[config.mk]
export PLATFORM = sky130hd
export DESIGN_NAME = icap_multiboot_top
export DESIGN_NICKNAME = d
export VERILOG_FILES = /design/src/hdl/icap_multiboot_pkg.sv /design/src/hdl/icap_multiboot_top.sv /design/src/hdl/switch_select.sv /design/src/hdl/icap_sequencer.sv /design/src/hdl/boot_address_map.sv
export SDC_FILE = /design/constraint.sdc
export NUM_CORES = 1
export LEC_CHECK = 0
export ABC_CLOCK_PERIOD_IN_PS = 3500
export BUFFER_PORTS_ARGS = -buffer_cell sky130_fd_sc_hd__clkbuf_2
export CAP_MARGIN = 0
export CORE_MARGIN = 5
export CORE_UTILIZATION = 35
export DETAILED_ROUTE_END_ITERATION = 16
export PLACE_DENSITY_LB_ADDON = 0.25
export SLEW_MARGIN = 20
export SYNTH_ARGS = -nofsm -noshare
export SYNTH_HDL_FRONTEND = slang
export SYNTH_SLANG_ARGS = --single-unit
[constraint.sdc]
create_clock -name clk_16M00 -period 3.5 [get_ports clk_16M00]
set_input_delay 0.175 -clock clk_16M00 [delete_from_list [all_inputs] [get_ports clk_16M00]]
set_output_delay 0.175 -clock clk_16M00 [all_outputs]
set_load 0.02 [all_outputs]
[src/hdl/icap_multiboot_pkg.sv]
package icap_multiboot_pkg;

   // -------------------------------------------------------------------------
   // Basic types
   // -------------------------------------------------------------------------
   typedef logic [15:0] icap_word_t;    // Configuration word, logical order
   typedef logic [4:0]  design_num_t;
   typedef logic [7:0]  soft_dip_t;     // Power nibble high, switches low
   typedef logic [3:0]  sw_t;

   typedef struct packed {
      icap_word_t word;                 // Already bit-swapped
      logic       csib;                 // Active low select
      logic       rdwrb;                // 1 = read, 0 = write
   } icap_cmd_t;

   typedef struct packed {
      icap_word_t dout;                 // Swapped, as delivered by the port
      logic       busy;
   } icap_rsp_t;

   // -------------------------------------------------------------------------
   // Configuration words
   // -------------------------------------------------------------------------
   localparam icap_word_t NULL_WORD    = 16'hFFFF;
   localparam icap_word_t SYNC_H_WORD  = 16'hAA99;
   localparam icap_word_t SYNC_L_WORD  = 16'h5566;
   localparam icap_word_t NOOP_WORD    = 16'h2000;
   localparam icap_word_t RD_GEN5_WORD = 16'h2AE1;  // Type 1 read, GENERAL_5
   localparam icap_word_t WR_GEN1_WORD = 16'h3261;
   localparam icap_word_t WR_GEN2_WORD = 16'h3281;
   localparam icap_word_t WR_GEN5_WORD = 16'h32E1;
   localparam icap_word_t WR_CMD_WORD  = 16'h30A1;  // Write to CMD register
   localparam icap_word_t DESYNC_WORD  = 16'h000D;
   localparam icap_word_t REBOOT_WORD  = 16'h000E;

   // -------------------------------------------------------------------------
   // Sequencer states
   // -------------------------------------------------------------------------
   typedef enum logic [4:0] {
      ST_STARTUP,
      RD_NULL,
      RD_SYNC_H,
      RD_SYNC_L,
      RD_NOOP_PRE,                      // Two NOOPs
      RD_GEN5,
      RD_NOOP_POST,                     // Four NOOPs
      RD_ABORT_1,
      RD_ABORT_2,
      RD_READ,
      RD_WAIT,
      RD_LATCH,
      RD_ABORT_3,
      RD_DESYNC_CMD,
      RD_DESYNC,
      RD_NOOP_END,                      // Two NOOPs
      IDLE,
      RB_NULL,
      RB_SYNC_H,
      RB_SYNC_L,
      RB_GEN1_CMD,
      RB_GEN1,
      RB_GEN2_CMD,
      RB_GEN2,
      RB_GEN5_CMD,
      RB_GEN5,
      RB_REBOOT_CMD,
      RB_REBOOT,
      RB_NOOP,                          // Four NOOPs
      RB_NULL_END
   } seq_state_t;

   // Port shifts D0 first, so each byte goes out mirrored
   function automatic icap_word_t icap_bit_swap(input icap_word_t w);
      icap_word_t r;
      for (int i = 0; i < 8; i++)
      begin
         r[i]     = w[7 - i];
         r[8 + i] = w[15 - i];
      end
      return r;
   endfunction

endpackage
[src/hdl/icap_multiboot_top.sv]
`timescale 1ns/1ps

module icap_multiboot_top
   import icap_multiboot_pkg::*;
#(
   parameter int STARTUP_CYCLES = 15
)
(
   input  logic        clk_16M00,
   input  logic        rst,
   input  design_num_t design_num,
   input  logic        reconfigure,
   input  logic        powerup,
   input  sw_t         sw_in,
   output sw_t         sw_out,
   output sw_t         pwr_out,
   output logic        initialized,
   output icap_cmd_t   icap_cmd,
   input  icap_rsp_t   icap_rsp
);

   icap_word_t gen1_word;
   icap_word_t gen2_word;
   logic       dip_load;
   soft_dip_t  dip_data;
   soft_dip_t  soft_dip;

   icap_sequencer #(
      .STARTUP_CYCLES (STARTUP_CYCLES)
   ) u_sequencer (
      .clk_16M00   (clk_16M00),
      .rst         (rst),
      .reconfigure (reconfigure),
      .powerup     (powerup),
      .sw_in       (sw_in),
      .design_num  (design_num),
      .gen1_word   (gen1_word),
      .gen2_word   (gen2_word),
      .soft_dip    (soft_dip),
      .icap_rsp    (icap_rsp),
      .icap_cmd    (icap_cmd),
      .dip_load    (dip_load),
      .dip_data    (dip_data),
      .initialized (initialized)
   );

   boot_address_map u_address_map (
      .design_num (design_num),
      .gen1_word  (gen1_word),
      .gen2_word  (gen2_word)
   );

   switch_select u_switch_select (
      .clk_16M00 (clk_16M00),
      .rst       (rst),
      .dip_load  (dip_load),
      .dip_data  (dip_data),
      .powerup   (powerup),
      .sw_in     (sw_in),
      .soft_dip  (soft_dip),
      .sw_out    (sw_out),
      .pwr_out   (pwr_out)
   );

endmodule

[src/hdl/switch_select.sv]
`timescale 1ns/1ps

module switch_select
   import icap_multiboot_pkg::*;
(
   input  logic      clk_16M00,
   input  logic      rst,
   input  logic      dip_load,
   input  soft_dip_t dip_data,
   input  logic      powerup,
   input  sw_t       sw_in,
   output soft_dip_t soft_dip,
   output sw_t       sw_out,
   output sw_t       pwr_out
);

   // Byte read back from GENERAL_5 at startup
   always_ff @(posedge clk_16M00)
   begin
      if (rst)
         soft_dip <= '0;
      else if (dip_load)
         soft_dip <= dip_data;
   end

   // Powerup bypasses the stored byte entirely
   assign sw_out  = powerup ? sw_in : soft_dip[3:0];
   assign pwr_out = powerup ? sw_in : soft_dip[7:4];

endmodule

[src/hdl/icap_sequencer.sv]
`timescale 1ns/1ps

module icap_sequencer
   import icap_multiboot_pkg::*;
#(
   parameter int STARTUP_CYCLES = 15
)
(
   input  logic        clk_16M00,
   input  logic        rst,
   input  logic        reconfigure,
   input  logic        powerup,
   input  sw_t         sw_in,
   input  design_num_t design_num,
   input  icap_word_t  gen1_word,
   input  icap_word_t  gen2_word,
   input  soft_dip_t   soft_dip,
   input  icap_rsp_t   icap_rsp,
   output icap_cmd_t   icap_cmd,
   output logic        dip_load,
   output soft_dip_t   dip_data,
   output logic        initialized
);

   // Wide enough for the startup delay and the four-NOOP runs
   localparam int CNT_W = $clog2(STARTUP_CYCLES + 4);
   localparam logic [CNT_W-1:0] STARTUP_LAST = CNT_W'(STARTUP_CYCLES - 1);

   seq_state_t       state;
   seq_state_t       state_next;
   logic [CNT_W-1:0] dwell_cnt;                 // Cycles spent in current state
   icap_word_t       word_next;
   logic             csib_next;
   logic             rdwrb_next;
   icap_word_t       gen5_word;
   icap_word_t       dout_logical;

   assign gen5_word = {8'h00,
                       powerup ? sw_in : soft_dip[7:4],
                       powerup ? sw_in : design_num[3:0]};

   assign dout_logical = icap_bit_swap(icap_rsp.dout);
   assign dip_data     = dout_logical[7:0];
   assign dip_load     = (state == RD_LATCH) && !icap_rsp.busy;

   // -------------------------------------------------------------------------
   // Next state
   // -------------------------------------------------------------------------
   always_comb
   begin
      state_next = state;
      case (state)
         ST_STARTUP:
            if (dwell_cnt == STARTUP_LAST)
               state_next = RD_NULL;
         RD_NULL:       state_next = RD_SYNC_H;
         RD_SYNC_H:     state_next = RD_SYNC_L;
         RD_SYNC_L:     state_next = RD_NOOP_PRE;
         RD_NOOP_PRE:
            if (dwell_cnt == CNT_W'(1))
               state_next = RD_GEN5;
         RD_GEN5:       state_next = RD_NOOP_POST;
         RD_NOOP_POST:
            if (dwell_cnt == CNT_W'(3))
               state_next = RD_ABORT_1;
         RD_ABORT_1:    state_next = RD_ABORT_2;
         RD_ABORT_2:    state_next = RD_READ;
         RD_READ:       state_next = RD_WAIT;
         RD_WAIT:       state_next = RD_LATCH;  // Let busy assert
         RD_LATCH:
            if (!icap_rsp.busy)
               state_next = RD_ABORT_3;
         RD_ABORT_3:    state_next = RD_DESYNC_CMD;
         RD_DESYNC_CMD: state_next = RD_DESYNC;
         RD_DESYNC:     state_next = RD_NOOP_END;
         RD_NOOP_END:
            if (dwell_cnt == CNT_W'(1))
               state_next = IDLE;
         IDLE:
            if (reconfigure)
               state_next = RB_NULL;
         RB_NULL:       state_next = RB_SYNC_H;
         RB_SYNC_H:     state_next = RB_SYNC_L;
         RB_SYNC_L:     state_next = RB_GEN1_CMD;
         RB_GEN1_CMD:   state_next = RB_GEN1;
         RB_GEN1:       state_next = RB_GEN2_CMD;
         RB_GEN2_CMD:   state_next = RB_GEN2;
         RB_GEN2:       state_next = RB_GEN5_CMD;
         RB_GEN5_CMD:   state_next = RB_GEN5;
         RB_GEN5:       state_next = RB_REBOOT_CMD;
         RB_REBOOT_CMD: state_next = RB_REBOOT;
         RB_REBOOT:     state_next = RB_NOOP;
         RB_NOOP:
            if (dwell_cnt == CNT_W'(3))
               state_next = RB_NULL_END;
         RB_NULL_END:   state_next = IDLE;
         default:       state_next = IDLE;
      endcase
   end

   // -------------------------------------------------------------------------
   // Port word and strobes chosen per state
   // -------------------------------------------------------------------------
   always_comb
   begin
      case (state)
         RD_SYNC_H, RB_SYNC_H:          word_next = SYNC_H_WORD;
         RD_SYNC_L, RB_SYNC_L:          word_next = SYNC_L_WORD;
         RD_NOOP_PRE, RD_NOOP_POST,
         RD_NOOP_END, RB_NOOP:          word_next = NOOP_WORD;
         RD_GEN5:                       word_next = RD_GEN5_WORD;
         RD_DESYNC_CMD, RB_REBOOT_CMD:  word_next = WR_CMD_WORD;
         RD_DESYNC:                     word_next = DESYNC_WORD;
         RB_GEN1_CMD:                   word_next = WR_GEN1_WORD;
         RB_GEN1:                       word_next = gen1_word;
         RB_GEN2_CMD:                   word_next = WR_GEN2_WORD;
         RB_GEN2:                       word_next = gen2_word;
         RB_GEN5_CMD:                   word_next = WR_GEN5_WORD;
         RB_GEN5:                       word_next = gen5_word;
         RB_REBOOT:                     word_next = REBOOT_WORD;
         default:                       word_next = NULL_WORD;
      endcase
   end

   // Deselect around every rdwrb change so the read is not aborted
   assign csib_next  = (state inside {ST_STARTUP, RD_ABORT_1, RD_ABORT_2, RD_ABORT_3, IDLE})
                       || dip_load;
   assign rdwrb_next = state inside {RD_ABORT_2, RD_READ, RD_WAIT, RD_LATCH};

   // -------------------------------------------------------------------------
   // Registers
   // -------------------------------------------------------------------------
   always_ff @(posedge clk_16M00)
   begin
      if (rst)
      begin
         state     <= ST_STARTUP;
         dwell_cnt <= '0;
      end
      else
      begin
         state <= state_next;
         if (state_next != state)
            dwell_cnt <= '0;
         else
            dwell_cnt <= dwell_cnt + 1'b1;
      end
   end

   // initialized lines up with icap_cmd, one clock behind the state
   always_ff @(posedge clk_16M00)
   begin
      if (rst)
      begin
         icap_cmd.csib  <= 1'b1;
         icap_cmd.rdwrb <= 1'b0;
         initialized    <= 1'b0;
      end
      else
      begin
         icap_cmd.csib  <= csib_next;
         icap_cmd.rdwrb <= rdwrb_next;
         initialized    <= (state == IDLE);
      end
      icap_cmd.word <= icap_bit_swap(word_next);
   end

endmodule

[src/hdl/boot_address_map.sv]
`timescale 1ns/1ps

module boot_address_map
   import icap_multiboot_pkg::*;
(
   input  design_num_t design_num,
   output icap_word_t  gen1_word,
   output icap_word_t  gen2_word
);

   always_comb
   begin
      case (design_num)
         5'd16:
         begin
            gen1_word = 16'h0000;          // Golden image
            gen2_word = 16'h0300;
         end
         5'd0:
         begin
            gen1_word = 16'h4000;
            gen2_word = 16'h0305;
         end
         5'd1:
         begin
            gen1_word = 16'h8000;
            gen2_word = 16'h030A;
         end
         5'd2:
         begin
            gen1_word = 16'hC000;
            gen2_word = 16'h030F;
         end
         5'd3:
         begin
            gen1_word = 16'h0000;
            gen2_word = 16'h0315;
         end
         5'd4:
         begin
            gen1_word = 16'h4000;
            gen2_word = 16'h031A;
         end
         5'd7:
         begin
            gen1_word = 16'h0000;
            gen2_word = 16'h032A;
         end
         5'd8, 5'd9, 5'd10, 5'd11:
         begin
            gen1_word = 16'h8000;          // Shared slot
            gen2_word = 16'h031F;
         end
         5'd12, 5'd13, 5'd14, 5'd15:
         begin
            gen1_word = 16'hC000;
            gen2_word = 16'h0324;
         end
         default:
         begin
            gen1_word = 16'h4000;          // Null co-processor image
            gen2_word = 16'h032F;
         end
      endcase
   end

endmodule

==> impl_metrics.toml, run 1 <==
[min_path]
hold_path.class = "input port to register"
whs_endpoint = "u_switch_select.soft_dip[1]"
hold_depth = 3
min-delay-start = "icap_rsp[7]"

[timing]
fin_tns_setup_ns = 0
relSlewSlack_pct = 33.3
slew_viol_final = 0
holdWs_ns = 0.106
final.setup_skew_ns = 0.00647
max_freq_ghz = 0.400
rsz0062_at_grt = "false"
finalCriticalPeriod_ns = 2.50
setup_viol = 0
period_share_pct = 71.4
worst_pin_slew_ns = 0.999
hold_violations = 0

[critical_path]
crit_type = "register to register"
rr_worst_depth = 5
endpoint_kind = "register"
crit_fanout = 27
start_kind = "register"
arrival_ns = 2.66
crit_required_ns = 3.66
crit_chain = "nor2_1 > nor2_1 > or3_1 > a21boi_1 > o211ai_2"
cp_common_cell = "nor2_1"
critical_path_buf_inv_count = 0
cpPeakStageDelay_ns = 0.98
worst_r2r_endpoint = "u_sequencer.icap_cmd[8]"
rrSetupSlack_ns = 1.00
critPathTopFamily = "flip-flops"
crit_slowest_cell = "dfxtp_1"
regToRegStartpoint = "u_sequencer.state[1]"

[run]
drv_cap = 0

[synthesis]
synth_edf_count = 0
syn_area_sq_um = 2350
synth_nets = 340
synth_top_area_share_pct = 31.5
yosys.area.top_type = "dfxtp_1"
synth_cell_type_count = 61
yosys-top-cells-count = "37 x dfxtp_1, 30 x nand2_1, 23 x a21oi_1"
synth_most_common_cell = "dfxtp_1"
netlist_instances = 302
synth_warnings = 0
ys_seq_area_share_pct = 31.5
synthFlopType = "dfxtp_1"
ys_seq_elements = 37
async_flop_share_pct = 0
synthTopCellsByArea = "dfxtp_1 32%, a21oi_1 4.9%, nand2_1 4.8%, ha_1 4.3%, nor2_1 3.5%"
synth.avg_cell_area_sq_um = 7.78

[floorplan]
die_h_microns = 91.9
coreArea_sq_um = 6420
io_pins = 57
die_w_microns = 91.9
dieArea_sq_um = 8450
initial_core_util_pct = 36.6
rows = 29

[power]
combPwrFrac_pct = 40.6
p_per_area_nw_per_um2 = 543
power.share.clock_pct = 20.8
p_switching_uw = 584
vdd_ir_drop_max_v = 0.000205
sequentialPowerShare_pct = 38.6
intPower_uw = 880
leakagePower_uw = 0.00105
switching_share_pct = 39.9

[clocking]
hold_buffers = 0
cts_tree = "yes"
htreeDepth = 2
insertion_delay_ns = 0.29
cts_sinks = 37
clock_path_buffers = 2
cts_buffers = 5
cts_setup_buffers = 0
cts_resized = 0
cts-root-buf = "clkbuf_8"
clkTransAtPathRegs_ns = 0.07

[routing]
ant_nets = 0
drc = 0
wire_per_inst_microns = 14.8
totalWireLength_mm = 6.16
drt-initial-drc-count = 206
first_pass_iters = 4
avgViaCountPerCell = 5.46
vias = 2275

[grt]
track_usage_pct = 14.9
antenna_found_initial = 0
grt_pass1_wl_mm = 10.4
grt_max_degree = 37
first_global_vias = 2216
overflow = 0

[finish]
ff_latch_area_sq_um = 741
num_antenna_cells = 0
nNetsFinal = 378
multiInputGateArea_sq_um = 1430
n_fill_cell = 694
area_growth_syn_to_layout_pct = 14.9
drive_gt1_share_pct = 23.2

[status]
outcome = "complete, no violations"

[placed_design]
io_buffer_count = 48
hpwl_mm = 4.46
place.gp.congestion = 0.875
==> flip-flops by register name, indices dropped and copies added, names as in the netlist <==
signal / cells
u_sequencer.state: 5
u_sequencer.dwell_cnt: 5
u_sequencer.icap_cmd: 18
u_switch_select.soft_dip: 8
u_sequencer.initialized: 1
==> per-layer routing <==
metal	vias to the layer above	share of wire [%]	GRT usage, %
li1	1146	-	-
met1	1067	46	19.0
met2	52	47	24.8
met3	10	5.2	3.19
met4	0	1.8	5.45
met5	-	0	0
==> per-stage QoR <==
stage	instance area (sq um)	instances	power, uW	setup WS (ns)	util [%]
global placement	2610	410	1160	1.11	40.7
CTS	2700	417	1480	1.07	42.0
global route	2700	417	1570	0.851	42.0
detailed placement	2610	410	1170	1.08	40.7
floorplan	2350	302	1020	1.79	-
finish	2700	417	1460	1.00	42.0
==> worst reg2reg max path, delay by kind of cell (launching register included) <==
kind            cells  cell delay, ns
compound gates      2            0.58
flops               1            0.98
simple gates        3            0.80
==> final cells by class <==
cell class | instances | area share (%)
clock buffers | 7 | 3.20
multi-input cells | 225 | 53.0
flip-flops and latches | 37 | 27.5
repair buffers | 53 | 10.3
inverters | 18 | 2.50
well taps | 77 | 3.57
==> cells by family (layout without fill, tap and decap cells) <==
logic type	after synthesis	in the layout	share of synthesized area [%]
flops	37	37	31.5
buf+inv	40	78	7.62
simple gates	108	108	24.2
compound gates	97	97	27.7
xor+xnor	9	9	3.36
mux	3	3	1.33
fa+ha+maj	8	8	4.26
==> power groups by stage <==
stage	registers [uW]	clock network [uW]	logic (uW)
finish	566	304	594
global route	581	330	657
CTS	564	314	597
detailed placement	574	0	592
global placement	571	0	590
floorplan	592	0	426
==> worst max-delay path by stage <==
| stage | from | end | slack (ns) | cells after the start |
|---|---|---|---|---|
| global route | u_sequencer.state[1] | u_sequencer.icap_cmd[11] | 0.85 | 5 |
| floorplan | u_sequencer.dwell_cnt[0] | u_sequencer.dwell_cnt[2] | 1.79 | 6 |
| global placement | u_sequencer.state[1] | u_sequencer.icap_cmd[8] | 1.11 | 5 |
| CTS | u_sequencer.state[1] | u_sequencer.icap_cmd[8] | 1.07 | 5 |
| finish | u_sequencer.state[1] | u_sequencer.icap_cmd[8] | 1.00 | 5 |
| detailed placement | u_sequencer.state[1] | u_sequencer.icap_cmd[8] | 1.08 | 5 |
==> cell usage in the layout (no fill, tap or decap), types with 2 or more instances in the layout <==
cell type,n
o211ai_1,6
mux2i_1,2
xnor2_1,6
nor2b_1,3
a21boi_1,2
o31ai_1,2
o21ai_0,15
o221ai_1,2
ha_1,8
nor3_2,6
o211a_1,2
clkbuf_8,6
nand2b_1,6
nand3_1,16
inv_2,5
or3_1,6
a21oi_1,23
a32o_1,3
a21o_1,4
a31oi_1,4
xor2_1,3
nand2_1,30
buf_4,5
inv_1,13
clkbuf_2,48
o22ai_1,6
nor2_1,22
nor3_1,6
o21ai_1,12
dfxtp_1,37
a211oi_1,2
Power figures use the tool's default switching activity.
==> inputs of run 2 (changes only) <==
--- a/config.mk
+++ b/config.mk
@@ -5,7 +5,7 @@
 export SDC_FILE = /design/constraint.sdc
 export NUM_CORES = 1
 export LEC_CHECK = 0
-export ABC_CLOCK_PERIOD_IN_PS = 3500
+export ABC_CLOCK_PERIOD_IN_PS = 2500
 export BUFFER_PORTS_ARGS = -buffer_cell sky130_fd_sc_hd__clkbuf_2
 export CAP_MARGIN = 0
 export CORE_MARGIN = 5
==> constraint.sdc (replaced) <==
create_clock -name clk_16M00 -period 2.5 [get_ports clk_16M00]
set_input_delay 0.125 -clock clk_16M00 [delete_from_list [all_inputs] [get_ports clk_16M00]]
set_output_delay 0.125 -clock clk_16M00 [all_outputs]
set_load 0.02 [all_outputs]
==> impl_metrics.toml, run 2 (synthesis gave the netlist of run 1 again) <==
[routing]
avgViaCountPerCell = 5.46
wire_per_inst_microns = 14.7
totalWireLength_mm = 6.22
drt-initial-drc-count = 140
first_pass_iters = 4
vias = 2311
ant_nets = 0
drc = 0

[finish]
top_register = "u_sequencer.icap_cmd"
area_growth_syn_to_layout_pct = 16.8
largest_reg_flops = 18
reg_top3 = "u_sequencer.icap_cmd: 18 flops, u_switch_select.soft_dip: 8 flops"
finalInstanceArea_sq_um = 2740
num_antenna_cells = 0
n_fill_cell = 688
drive_gt1_share_pct = 24.6
nNetsFinal = 384
layout.cells.most_common = "clkbuf_2"
finalCoreUtilization_pct = 42.7
mostFrequentLayoutCells = "48 x clkbuf_2, 37 x dfxtp_1, 30 x nand2_1, 23 x a21oi_1, 22 x nor2_1"

[critical_path]
crit_chain = "buf_4 > or3_1 > a211oi_1 > o31a_4 > a31oi_4 > nor3_2"
cpPeakStageDelay_ns = 0.77
critical_path_buf_inv_count = 1
crit_type = "register to register"
arrival_ns = 2.32
crit_slowest_cell = "dfxtp_1"
start_kind = "register"
endpoint_kind = "register"
critPathTopFamily = "flip-flops"
crit_required_ns = 2.68
crit_fanout = 18

[timing]
setup_viol = 0
fin_tns_setup_ns = 0
finalCriticalPeriod_ns = 2.14
slew_viol_final = 0
final.setup_skew_ns = 0.00667
rsz0062_at_grt = "false"
hold_violations = 0
worst_pin_slew_ns = 0.699
period_share_pct = 85.8
holdWs_ns = 0.0609
fin_ws_ns = 0.355
relSlewSlack_pct = 53.3
max_freq_ghz = 0.466

[floorplan]
io_pins = 57
initial_core_util_pct = 36.6
dieArea_sq_um = 8450
die_h_microns = 91.9
die_w_microns = 91.9
rows = 29
coreArea_sq_um = 6420

[status]
outcome = "complete, no violations"

[placed_design]
io_buffer_count = 48
hpwl_mm = 4.56
dpl_cell_area_sq_um = 2660
dp_slack_ns = 0.394
place.gp.congestion = 0.857

[run]
drv_cap = 0

[clocking]
insertion_delay_ns = 0.29
clock_path_buffers = 2
htreeDepth = 2
cts-root-buf = "clkbuf_8"
hold_buffers = 0
cts_tree = "yes"
cts_sinks = 37
cts_setup_buffers = 0
cts_buffers = 5
clkTransAtPathRegs_ns = 0.07
cts_resized = 0

[grt]
grt_max_degree = 26
track_usage_pct = 14.7
antenna_found_initial = 0
first_global_vias = 2150
grt_pass1_wl_mm = 10.2
overflow = 0

[power]
leakagePower_uw = 0.00108
p_per_area_nw_per_um2 = 762
power.share.clock_pct = 20.4
sequentialPowerShare_pct = 37.3
combPwrFrac_pct = 42.2
switching_share_pct = 39.6
vdd_ir_drop_max_v = 0.000275
intPower_uw = 1260
p_switching_uw = 828

[min_path]
hold_path.class = "input port to register"
-- run 2: layout make-up --
cell class / count / area, sq um / area share [%]
Timing Repair Buffer: 59 / 323 / 11.8
Sequential cell: 37 / 741 / 27.0
Inverter: 18 / 67.6 / 2.46
Multi-Input combinational cell: 225 / 1430 / 52.1
Tap cell: 77 / 96.3 / 3.51
Clock buffer: 7 / 86.3 / 3.15
-- run 2: power groups by stage --
| stage | clock network, uW | logic, uW | registers (uW) |
|---|---|---|---|
| finish | 427 | 882 | 780 |
| global route | 469 | 961 | 798 |
| CTS | 444 | 885 | 781 |
| detailed placement | 0 | 880 | 794 |
| global placement | 0 | 872 | 790 |
| floorplan | 0 | 596 | 829 |
-- run 2: worst paths after layout --
kind | start | to | slack [ns] | cells after the start
setup / recovery | u_sequencer.state[1] | u_sequencer.dwell_cnt[3] | 0.36 | 6
hold / removal | icap_rsp[6] | u_switch_select.soft_dip[2] | 0.06 | 3
setup reg to reg | u_sequencer.state[1] | u_sequencer.dwell_cnt[3] | 0.36 | 6
hold reg to reg | u_switch_select.soft_dip[5] | u_switch_select.soft_dip[5] | 0.46 | 2
-- run 2: through the flow --
step,instances,power (uW)
after floorplan,302,1430
after global placement,416,1660
after detailed placement,416,1670
after CTS,423,2110
after global routing,423,2230
final,423,2090
-- run 2: worst min-delay path: stages --
cell and delay [ns]:
clkbuf_2 0.08, nand3_1 0.05, a21oi_1 0.05
-- run 2: per-layer routing --
metal / vias to the layer above / part of all wire (%) / wire, microns / GRT usage, %
met5: - / 0 / 0 / 0
met4: 0 / 1.1 / 68 / 4.46
met3: 8 / 5.8 / 359 / 3.19
met2: 59 / 48 / 2970 / 24.5
met1: 1081 / 45 / 2820 / 19.0
li1: 1163 / - / - / -
